`config.mk`:
```
export PLATFORM = sky130hd
export DESIGN_NAME = sample_discriminator
export DESIGN_NICKNAME = d
export VERILOG_FILES = /design/src/disc_pkg.sv /design/src/threshold_decode.sv /design/src/hysteresis_execute.sv /design/src/timestamp_result.sv /design/src/sample_discriminator.sv
export VERILOG_INCLUDE_DIRS = /design/src /design/src/src
export SDC_FILE = /design/constraint.sdc
export NUM_CORES = 1
export LEC_CHECK = 0
export BUFFER_PORTS_ARGS = -buffer_cell sky130_fd_sc_hd__clkbuf_2
export CORE_MARGIN = 3
export CORE_UTILIZATION = 50
export DETAILED_ROUTE_END_ITERATION = 8
export MAX_ROUTING_LAYER = met4
export PLACE_DENSITY_LB_ADDON = 0.1
export SYNTH_ARGS = -nofsm -noshare
export SYNTH_HDL_FRONTEND = slang
export SYNTH_SLANG_ARGS = --single-unit
```
`constraint.sdc`:
```
create_clock -name clk -period 2.4 [get_ports clk]
set_input_delay 0.6 -clock clk [delete_from_list [all_inputs] [get_ports clk]]
set_output_delay 0.6 -clock clk [all_outputs]
set_load 0.01 [all_outputs]
```
`src/disc_cfg.svh`:
```
// Build-time sizes of the sample discriminator: channel count,
// sample width, samples per word, sample index width and timer width

`ifndef DISC_CFG_SVH
`define DISC_CFG_SVH

// number of independent acquisition channels
`define DISC_N_CHANNELS 2

// bits per sample, two's complement
`define DISC_SAMPLE_WIDTH 16

// samples carried side by side in one word
`define DISC_PARALLEL 4

// width of the per-channel count of forwarded words
`define DISC_INDEX_WIDTH 14

// width of the per-channel count of all valid words
`define DISC_TIMER_WIDTH 50

`endif

```
`src/disc_pkg.sv`:
```
// Shared packed types of the sample discriminator: sample word,
// threshold pair, configuration word, execute result and timestamp

`default_nettype none

`include "disc_cfg.svh"

package disc_pkg;

  // one channel's parallel samples, sample 0 in the lowest bits
  typedef logic [`DISC_PARALLEL-1:0][`DISC_SAMPLE_WIDTH-1:0] sample_word_t;

  // hysteresis band of one channel, high threshold in the upper half
  typedef struct packed {
    logic [`DISC_SAMPLE_WIDTH-1:0] high;
    logic [`DISC_SAMPLE_WIDTH-1:0] low;
  } thresh_t;

  // threshold pairs of all channels as they arrive on the config port,
  // channel 0 in the lowest bits
  typedef thresh_t [`DISC_N_CHANNELS-1:0] config_t;

  // word leaving the execute stage with its event decision
  typedef struct packed {
    sample_word_t data;
    logic         keep;      // channel is inside an event after this word
    logic         new_event; // this word opened the event
  } exec_t;

  // event start marker, timer above the sample index
  typedef struct packed {
    logic [`DISC_TIMER_WIDTH-1:0] timer;
    logic [`DISC_INDEX_WIDTH-1:0] index;
  } stamp_t;

endpackage

`default_nettype wire

```
`src/threshold_decode.sv`:
```
// Threshold configuration stage: latches the packed configuration
// word on its strobe and hands out one threshold pair per channel

`timescale 1ns/10ps
`default_nettype none

`include "disc_cfg.svh"

module threshold_decode
  import disc_pkg::*;
(
  input  wire logic                         clk,
  input  wire logic                         reset,
  input  wire config_t                      config_in,
  input  wire logic                         config_valid,
  output thresh_t [`DISC_N_CHANNELS-1:0]    thresholds
);

  // live threshold pairs, indexed by channel
  thresh_t [`DISC_N_CHANNELS-1:0] thresh_q;

  // a new configuration takes effect on the edge after its strobe, so a
  // word sampled on that edge is still compared against the old band
  always_ff @(posedge clk) begin
    if (reset) begin
      for (int ch = 0; ch < `DISC_N_CHANNELS; ch++) begin
        thresh_q[ch].high <= '0;
        thresh_q[ch].low  <= '0;
      end
    end else if (config_valid) begin
      for (int ch = 0; ch < `DISC_N_CHANNELS; ch++) begin
        // each channel owns one 2*SAMPLE_WIDTH slice of the config word,
        // high threshold above low inside the slice
        thresh_q[ch].high <= config_in[ch].high;
        thresh_q[ch].low  <= config_in[ch].low;
      end
    end
  end

  // the execute stage only ever sees the unpacked per-channel pairs
  always_comb begin
    for (int ch = 0; ch < `DISC_N_CHANNELS; ch++) begin
      thresholds[ch] = thresh_q[ch];
    end
  end

endmodule

`default_nettype wire

```
`src/hysteresis_execute.sv`:
```
// Hysteresis decision stage: compares every sample of each channel
// against its threshold pair, tracks the per-channel event state and
// registers the word with its keep and new_event flags

`timescale 1ns/10ps
`default_nettype none

`include "disc_cfg.svh"

module hysteresis_execute
  import disc_pkg::*;
(
  input  wire logic                                clk,
  input  wire logic                                reset,
  input  wire logic                                reset_state,
  input  wire thresh_t [`DISC_N_CHANNELS-1:0]      thresholds,
  input  wire sample_word_t [`DISC_N_CHANNELS-1:0] data_in,
  input  wire logic [`DISC_N_CHANNELS-1:0]         data_valid,
  output exec_t [`DISC_N_CHANNELS-1:0]             exec,
  output logic [`DISC_N_CHANNELS-1:0]              exec_valid
);

  // per-channel comparison results for the word on data_in
  logic [`DISC_N_CHANNELS-1:0] any_high;
  logic [`DISC_N_CHANNELS-1:0] all_low;

  // event state before and after the current word
  logic [`DISC_N_CHANNELS-1:0] in_event;
  logic [`DISC_N_CHANNELS-1:0] next_event;

  // samples and thresholds are two's complement values
  always_comb begin
    for (int ch = 0; ch < `DISC_N_CHANNELS; ch++) begin
      any_high[ch] = 1'b0;
      all_low[ch]  = 1'b1;
      for (int s = 0; s < `DISC_PARALLEL; s++) begin
        if ($signed(data_in[ch][s]) > $signed(thresholds[ch].high)) begin
          any_high[ch] = 1'b1;
        end
        if (!($signed(data_in[ch][s]) < $signed(thresholds[ch].low))) begin
          all_low[ch] = 1'b0;
        end
      end
    end
  end

  // a sample above the high threshold wins over the low test, so an
  // inverted band still opens events
  always_comb begin
    for (int ch = 0; ch < `DISC_N_CHANNELS; ch++) begin
      if (any_high[ch]) begin
        next_event[ch] = 1'b1;
      end else if (all_low[ch]) begin
        next_event[ch] = 1'b0;
      end else begin
        next_event[ch] = in_event[ch];
      end
    end
  end

  // the state only moves on valid words
  always_ff @(posedge clk) begin
    if (reset || reset_state) begin
      in_event <= '0;
    end else begin
      for (int ch = 0; ch < `DISC_N_CHANNELS; ch++) begin
        if (data_valid[ch]) begin
          in_event[ch] <= next_event[ch];
        end
      end
    end
  end

  always_ff @(posedge clk) begin
    if (reset) begin
      exec_valid <= '0;
    end else begin
      exec_valid <= data_valid;
    end
  end

  // word and flags ride together into the result stage
  always_ff @(posedge clk) begin
    for (int ch = 0; ch < `DISC_N_CHANNELS; ch++) begin
      exec[ch].data      <= data_in[ch];
      exec[ch].keep      <= next_event[ch];
      exec[ch].new_event <= next_event[ch] & ~in_event[ch];
    end
  end

endmodule

`default_nettype wire

```
`src/timestamp_result.sv`:
```
// Result stage: per-channel word timer and forwarded-word index,
// registered data outputs for kept words and a timestamp per event start

`timescale 1ns/10ps
`default_nettype none

`include "disc_cfg.svh"

module timestamp_result
  import disc_pkg::*;
(
  input  wire logic                                clk,
  input  wire logic                                reset,
  input  wire logic                                reset_state,
  input  wire exec_t [`DISC_N_CHANNELS-1:0]        exec,
  input  wire logic [`DISC_N_CHANNELS-1:0]         exec_valid,
  output sample_word_t [`DISC_N_CHANNELS-1:0]      data_out,
  output logic [`DISC_N_CHANNELS-1:0]              data_out_valid,
  output stamp_t [`DISC_N_CHANNELS-1:0]            stamp_out,
  output logic [`DISC_N_CHANNELS-1:0]              stamp_valid
);

  // free-running count of every valid word seen by a channel
  logic [`DISC_N_CHANNELS-1:0][`DISC_TIMER_WIDTH-1:0] timer;

  // count of forwarded words since reset or the last reset_state
  logic [`DISC_N_CHANNELS-1:0][`DISC_INDEX_WIDTH-1:0] index;

  // kept and event-start qualifiers for this cycle's words
  logic [`DISC_N_CHANNELS-1:0] kept;
  logic [`DISC_N_CHANNELS-1:0] started;

  always_comb begin
    for (int ch = 0; ch < `DISC_N_CHANNELS; ch++) begin
      kept[ch]    = exec_valid[ch] & exec[ch].keep;
      started[ch] = exec_valid[ch] & exec[ch].new_event;
    end
  end

  // reset_state leaves the timer alone so event times stay continuous
  always_ff @(posedge clk) begin
    if (reset) begin
      timer <= '0;
    end else begin
      for (int ch = 0; ch < `DISC_N_CHANNELS; ch++) begin
        if (exec_valid[ch]) begin
          timer[ch] <= timer[ch] + 1'b1;
        end
      end
    end
  end

  always_ff @(posedge clk) begin
    if (reset || reset_state) begin
      index <= '0;
    end else begin
      for (int ch = 0; ch < `DISC_N_CHANNELS; ch++) begin
        if (kept[ch]) begin
          index[ch] <= index[ch] + 1'b1;
        end
      end
    end
  end

  always_ff @(posedge clk) begin
    if (reset) begin
      data_out_valid <= '0;
      stamp_valid    <= '0;
    end else begin
      data_out_valid <= kept;
      stamp_valid    <= started;
    end
  end

  // the stamp holds the counts from before the opening word, so the first
  // word of an event carries the index of its own position in the stream
  always_ff @(posedge clk) begin
    for (int ch = 0; ch < `DISC_N_CHANNELS; ch++) begin
      data_out[ch] <= exec[ch].data;
      if (started[ch]) begin
        stamp_out[ch].timer <= timer[ch];
        stamp_out[ch].index <= index[ch];
      end
    end
  end

endmodule

`default_nettype wire

```
`src/sample_discriminator.sv`:
```
// Multi-channel sample discriminator top level: threshold decode,
// hysteresis execute and timestamp result stages in a two-cycle pipeline

`timescale 1ns/10ps
`default_nettype none

`include "disc_cfg.svh"

module sample_discriminator
  import disc_pkg::*;
(
  input  wire logic                                clk,
  input  wire logic                                reset,
  // clears event state and sample index, but not the timers
  input  wire logic                                reset_state,

  // threshold pairs of all channels, one-cycle strobe
  input  wire config_t                             config_in,
  input  wire logic                                config_valid,

  // incoming words, one strobe per channel and no back-pressure
  input  wire sample_word_t [`DISC_N_CHANNELS-1:0] data_in,
  input  wire logic [`DISC_N_CHANNELS-1:0]         data_valid,

  // forwarded words, two cycles after their input strobe
  output sample_word_t [`DISC_N_CHANNELS-1:0]      data_out,
  output logic [`DISC_N_CHANNELS-1:0]              data_out_valid,

  // event start markers, aligned with the opening word on data_out
  output stamp_t [`DISC_N_CHANNELS-1:0]            stamp_out,
  output logic [`DISC_N_CHANNELS-1:0]              stamp_valid
);

  thresh_t [`DISC_N_CHANNELS-1:0] thresholds;
  exec_t [`DISC_N_CHANNELS-1:0]   exec;
  logic [`DISC_N_CHANNELS-1:0]    exec_valid;

  threshold_decode u_decode (
    .clk          (clk),
    .reset        (reset),
    .config_in    (config_in),
    .config_valid (config_valid),
    .thresholds   (thresholds)
  );

  hysteresis_execute u_execute (
    .clk         (clk),
    .reset       (reset),
    .reset_state (reset_state),
    .thresholds  (thresholds),
    .data_in     (data_in),
    .data_valid  (data_valid),
    .exec        (exec),
    .exec_valid  (exec_valid)
  );

  timestamp_result u_result (
    .clk            (clk),
    .reset          (reset),
    .reset_state    (reset_state),
    .exec           (exec),
    .exec_valid     (exec_valid),
    .data_out       (data_out),
    .data_out_valid (data_out_valid),
    .stamp_out      (stamp_out),
    .stamp_valid    (stamp_valid)
  );

endmodule

`default_nettype wire

```
* Word-level counts from Yosys, hierarchy flattened *
Index checks and enable logic that the tools add are counted.

word-level totals
  logic and storage cells = 86
  register bits = 588
  output and inout port bits = 260
  bits of input ports = 198

cells by class
  bitwise operators = 8
  reduce and logical (&&, ||, !) cells = 1
  $lt $le $gt $ge = 16
  multiplexer cells = 20
  add/sub/neg operators = 4

operators by type and width
  cell                                           number
  > comparator 16 bit                            8
  less-than comparator 16 bit                    8
  adder 50 x 1 -> 50 bit, second input constant  2
  adder 14 x 1 -> 14 bit, second input constant  2
  2-to-1 mux 1 bit                               20
  bitwise AND 1 bit                              6
  inverter 1 bit                                 2
  logical OR 1 bit                               1

* Logic depth before layout (Yosys ltp) *
  depth in word-level cells = 8
  gate-level depth with buffers = 9
  depth with buffers taken out = 9

* Hierarchy *
A second synthesis with hierarchy kept.

second synthesis, totals
  cell total of the unflattened synthesis = 2038
  area, all modules = 23257.3 um^2

by module, submodules not included
  module              area each (um^2)  cells each  seq. area each (um^2)  times used
  timestamp_result    12487.0           970         9048.7                 1
  hysteresis_execute  8479.4            862         2722.6                 1
  threshold_decode    2290.9            206         1281.2                 1

* Worst setup path after synthesis *
Ideal clock, no wire load.

  kind = flip-flop to flip-flop
  start point = register u_execute.exec_valid[1]
  end point = register, netlist name u_result.stamp_out[100]
  buffers on the path = 1
  period minus slack after synthesis = 2.431 ns
  setup time = 0.429 ns
  required time = 1.971 ns
  stages on the path, launching flop included = 3
  setup slack = -0.031 ns
  data arrival time = 2.002 ns
  path through = dfxtp_1 buf_2 and2_1

between the ends
  cells in the longest elaborated chain, start to end = 1

ends and longest elaborated chain
  what                     RTL line                  RTL
  from (decl)              hysteresis_execute.sv:20  output logic [`DISC_N_CHANNELS-1:0] exec_valid
  from (signal assigned)   hysteresis_execute.sv:78  exec_valid <= data_valid;
  bitwise AND 1 bit        timestamp_result.sv:36    started[ch] = exec_valid[ch] & exec[ch].new_event;
  via u_result.started[1]  timestamp_result.sv:31    logic [`DISC_N_CHANNELS-1:0] started;

The timed path passes the listed nets, and every way through them passes these cells.
A chain may end at the register's enable or synchronous reset.

* Worst setup path in the final report *
  start point = register u_decode.thresh_q (netlist bit u_decode.thresholds[62])
  end point = register u_execute.in_event[1]

between the ends
  cells in the longest elaborated chain, start to end = 6
  elaborated cells on any way between the ends = 9
  classes of those cells = order compare: 4; mux: 5

ends and longest elaborated chain
  what                             RTL line                  RTL
  from (decl)                      threshold_decode.sv:20    thresh_t [`DISC_N_CHANNELS-1:0] thresh_q;
  > comparator 16 bit              hysteresis_execute.sv:37  if ($signed(data_in[ch][s]) > $signed(thresholds[ch].high)) begin
  2-to-1 mux 1 bit (3 in a row)    hysteresis_execute.sv:37
  2-to-1 mux 1 bit (*)             hysteresis_execute.sv:37
  2-to-1 mux 1 bit (*)             hysteresis_execute.sv:51  if (any_high[ch]) begin
  to (signal, indexed assignment)  hysteresis_execute.sv:68  in_event[ch] <= next_event[ch];
  to (decl)                        hysteresis_execute.sv:28  logic [`DISC_N_CHANNELS-1:0] in_event;

Every way passes the cells marked *; elsewhere a longest branch is shown, timed or not.

==> impl_metrics.sql <==
INSERT INTO impl_metrics (metric_group, metric, value, unit) VALUES
('sta', 'timing.final.max_slew_violations', '0', ''),
('setup_path', 'crit_path_end_kind', 'flop', ''),
('clocking', 'cts_max_path_buffers', '3', ''),
('pwr', 'comb_power_share', '0.107', ''),
('min_path', 'hold_start', 'data_in[96]', ''),
('placed_design', 'routabilityCongestion', '0.971', ''),
('sta', 'max_clock_freq', '418', 'MHz'),
('synthesis', 'total_nets_after_synthesis', '2434', ''),
('synthesis', 'netlist_top_cells_count', 'sky130_fd_sc_hd__dfxtp_1, sky130_fd_sc_hd__ha_1, sky130_fd_sc_hd__nor2_1', ''),
('setup_path', 'setup.worst_path.start', 'u_decode.thresholds[62]$_SDFFE_PP0P_', ''),
('synthesis', 'syn-instance-count', '1984', ''),
('global_route', 'globalRoute.totalOverflow', '0', ''),
('synthesis', 'synth.top_cell.area_share', '0.405', ''),
('setup_path', 'critical_path.max_fanout', '4', ''),
('floorplan', 'die-width', '219', 'um'),
('synthesis', 'yosys.area_share.adder', '0.139', ''),
('job', 'max_cap_viol_count', '0', ''),
('floorplan', 'core_area', '0.0446', 'mm2'),
('global_route', 'initial_antenna_violation_count', '9', ''),
('outcome', 'run_status', 'finished clean', ''),
('synthesis', 'synthXorXnorAreaFrac', '0.0389', ''),
('layout', 'final_area', '0.0293', 'mm2'),
('floorplan', 'row_count', '77', ''),
('setup_path', 'cp-start-kind', 'flop', ''),
('sta', 'final-setup-viol-count', '0', ''),
('synthesis', 'yosys_top_cell_by_area', 'sky130_fd_sc_hd__dfxtp_1', ''),
('clocking', 'postCtsHoldBufs', '0', ''),
('floorplan', 'floorplan.die_area', '0.0481', 'mm2'),
('clocking', 'clk_root_buffer_cell', 'sky130_fd_sc_hd__clkbuf_16', ''),
('synthesis', 'synthMostInstantiatedCell', 'sky130_fd_sc_hd__dfxtp_1', ''),
('synthesis', 'synth.top_cells.by_area', 'sky130_fd_sc_hd__dfxtp_1, sky130_fd_sc_hd__edfxtp_1, sky130_fd_sc_hd__ha_1', ''),
('sta', 'max_slew.worst_pin.slew', '0.843', 'ns'),
('setup_path', 'worstSetupPathType', 'flop to flop', ''),
('layout', 'multi_input_area', '0.00952', 'mm2'),
('layout', 'final_layout_size_suffix_gt1_frac', '0.304', ''),
('synthesis', 'yosys_register_bits', '588', ''),
('detailed_routing', 'post_drt_wl_per_cell', '19.2', 'um'),
('synthesis', 'synth-warning-count', '0', ''),
('sta', 'timing.final.crit_period', '2.39', 'ns'),
('setup_path', 'worst_path_arrival', '2.92', 'ns'),
('synthesis', 'mean_instance_size_in_the_synthesized_netlist', '11.5', 'um2'),
('synthesis', 'synth_async_sr_flop_share', '0', ''),
('pwr', 'power_frac_seq', '0.488', ''),
('floorplan', 'top_level_port_count', '458', ''),
('floorplan', 'start_util', '0.510', ''),
('detailed_routing', 'detail_route.vias_per_cell', '5.21', ''),
('global_route', 'grt_first_pass_wirelength', '93900', 'um'),
('detailed_routing', 'drt_iter0_drc', '816', ''),
('global_route', 'grt_pass1_vias', '17100', ''),
('pwr', 'power.switching_fraction', '0.237', ''),
('detailed_routing', 'finalWirelength', '63000', 'um'),
('detailed_routing', 'dr_total_vias', '17100', ''),
('synthesis', 'synth_sequential_area_ratio', '0.574', ''),
('pwr', 'power_report.internal_total', '16.6', 'mW'),
('sta', 'fin_crit_sh', '0.996', ''),
('synthesis', 'compound_gate_fraction_of_synth_area', '0.0663', ''),
('synthesis', 'share_of_synthesized_area_spent_on_multiplexers', '0.0299', ''),
('placed_design', 'total_cell_area_at_the_placement_stage', '0.0269', 'mm2'),
('setup_path', 'reg2reg_from', 'u_decode.thresholds[62]$_SDFFE_PP0P_', ''),
('clocking', 'clkTransAtPathRegs', '0.06', 'ns'),
('clocking', 'cts_inserted_buffers', '56', ''),
('setup_path', 'cp_data_required_time', '2.93', 'ns'),
('layout', 'area.sequential', '0.0131', 'mm2'),
('pwr', 'p_leak', '12.9', 'nW'),
('clocking', 'clock_latency', '0.61', 'ns'),
('synthesis', 'syn_area', '0.0228', 'mm2'),
('layout', 'num-nets-final', '3087', ''),
('sta', 'tightest_hold_margin', '0.137', 'ns'),
('clocking', 'cts_tree', 'yes', ''),
('sta', 'timing.slew.headroom', '0.438', ''),
('detailed_routing', 'route.antenna.remaining_nets', '0', '');
worst max-delay path, stage by stage (launching register included):
cell	delay (ns)
sky130_fd_sc_hd__dfxtp_2	0.34
sky130_fd_sc_hd__inv_2	0.07
sky130_fd_sc_hd__buf_4	0.15
sky130_fd_sc_hd__ha_4	0.26
sky130_fd_sc_hd__nand4_1	0.16
sky130_fd_sc_hd__or4_4	0.60
sky130_fd_sc_hd__a21oi_2	0.13
sky130_fd_sc_hd__or3b_4	0.13
sky130_fd_sc_hd__o221ai_2	0.09
sky130_fd_sc_hd__a31o_2	0.21
sky130_fd_sc_hd__a31oi_1	0.16
timing repair:
item                                   CTS  global route
setup buffers                            3             6
endpoints found under the hold margin    0             0
setup endpoints to repair                4            21
pin swaps                               10            21
gates resized for setup                 21            65
cells by family (layout without fill, tap and decap cells):
family,after synthesis,count (layout)
adder cells (fa/ha/maj),252,252
buffers and inverters,128,828
multiplexers,68,68
other,0,10
AND/OR/NAND/NOR,596,596
XOR/XNOR,101,101
AO/OA/AOI/OAI,251,251
flip-flops,588,588
per-stage QoR:
stage	worst slack [ns]	setup TNS [ns]	std cells	util
3_5_place_dp	-0.426	-1.92	3162	0.604
2_1_floorplan	0.0416	0	1984	-
5_1_grt	-0.0124	-0.0283	3285	0.656
4_1_cts	0.00209	0	3270	0.647
6_report	0.0103	0	3286	0.656
3_3_place_gp	-0.425	-1.87	3162	0.604
flip-flops by register name, indices dropped and copies added (netlist names):
register / cells
u_execute.in_event: 2
u_execute.exec: 132
u_execute.exec_valid: 2
u_result.data_out: 128
u_result.timer: 100
u_result.data_out_valid: 2
u_result.stamp_out: 128
u_decode.thresholds: 64
u_result.index: 28
u_result.stamp_valid: 2
placed cells by master, fill, tap and decap left out, types with 12 or more instances in the layout:
master	netlist	routed
sky130_fd_sc_hd__buf_4	0	164
sky130_fd_sc_hd__dfxtp_1	460	446
sky130_fd_sc_hd__clkbuf_16	0	56
sky130_fd_sc_hd__nor2_1	219	218
sky130_fd_sc_hd__nor2b_1	16	16
sky130_fd_sc_hd__or3_1	27	26
sky130_fd_sc_hd__clkbuf_1	22	14
sky130_fd_sc_hd__xnor2_1	32	32
sky130_fd_sc_hd__inv_1	96	82
sky130_fd_sc_hd__nand2_1	109	109
sky130_fd_sc_hd__ha_1	252	244
sky130_fd_sc_hd__and3_1	23	23
sky130_fd_sc_hd__xor2_1	69	69
sky130_fd_sc_hd__a21o_1	15	15
sky130_fd_sc_hd__nor3_1	19	14
sky130_fd_sc_hd__clkbuf_2	0	455
sky130_fd_sc_hd__mux2i_1	68	68
sky130_fd_sc_hd__dfxtp_2	0	13
sky130_fd_sc_hd__clkbuf_8	2	12
sky130_fd_sc_hd__o21ai_0	54	51
sky130_fd_sc_hd__edfxtp_1	128	128
sky130_fd_sc_hd__nand2b_1	14	14
sky130_fd_sc_hd__inv_2	0	13
sky130_fd_sc_hd__nand3_1	53	52
sky130_fd_sc_hd__nand4_1	51	51
sky130_fd_sc_hd__a21oi_1	108	103
power groups by stage:
stage	combinational, mW	sequential [mW]	clock (mW)
floorplan	1.02	10.9	0
global placement	2.16	10.8	0
detailed placement	2.23	10.8	0
CTS	2.26	10.6	9.02
global route	2.59	10.7	9.42
finish	2.33	10.6	8.84
per-layer routing:
layer	part of all wire	routed length, um	GRT usage
met1	0.42	26200	0.314
met2	0.48	30200	0.422
met3	0.068	4300	0.0688
met4	0.035	2200	0.103
met5	0	0	-
cell type report:
cell class	instances	share of cell area
well taps	592	0.0253
clock inverters	23	0.00856
inverters	96	0.0124
repair buffers	627	0.125
clock buffers	82	0.0554
flip-flops and latches	588	0.447
multi-input cells	1268	0.325
diodes	10	0.000856
path summary, 6_finish.rpt:
check / end / slack [ns] / depth (start not counted)
hold reg to reg: u_result.data_out[87]$_DFF_P_ / 0.32 / 0
hold / removal: u_execute.exec[100]$_DFF_P_ / 0.14 / 1
setup reg to reg: u_execute.in_event[1]$_SDFFE_PP0P_ / 0.01 / 10
setup / recovery: u_execute.in_event[1]$_SDFFE_PP0P_ / 0.01 / 10
Power figures use the tool's default switching activity.
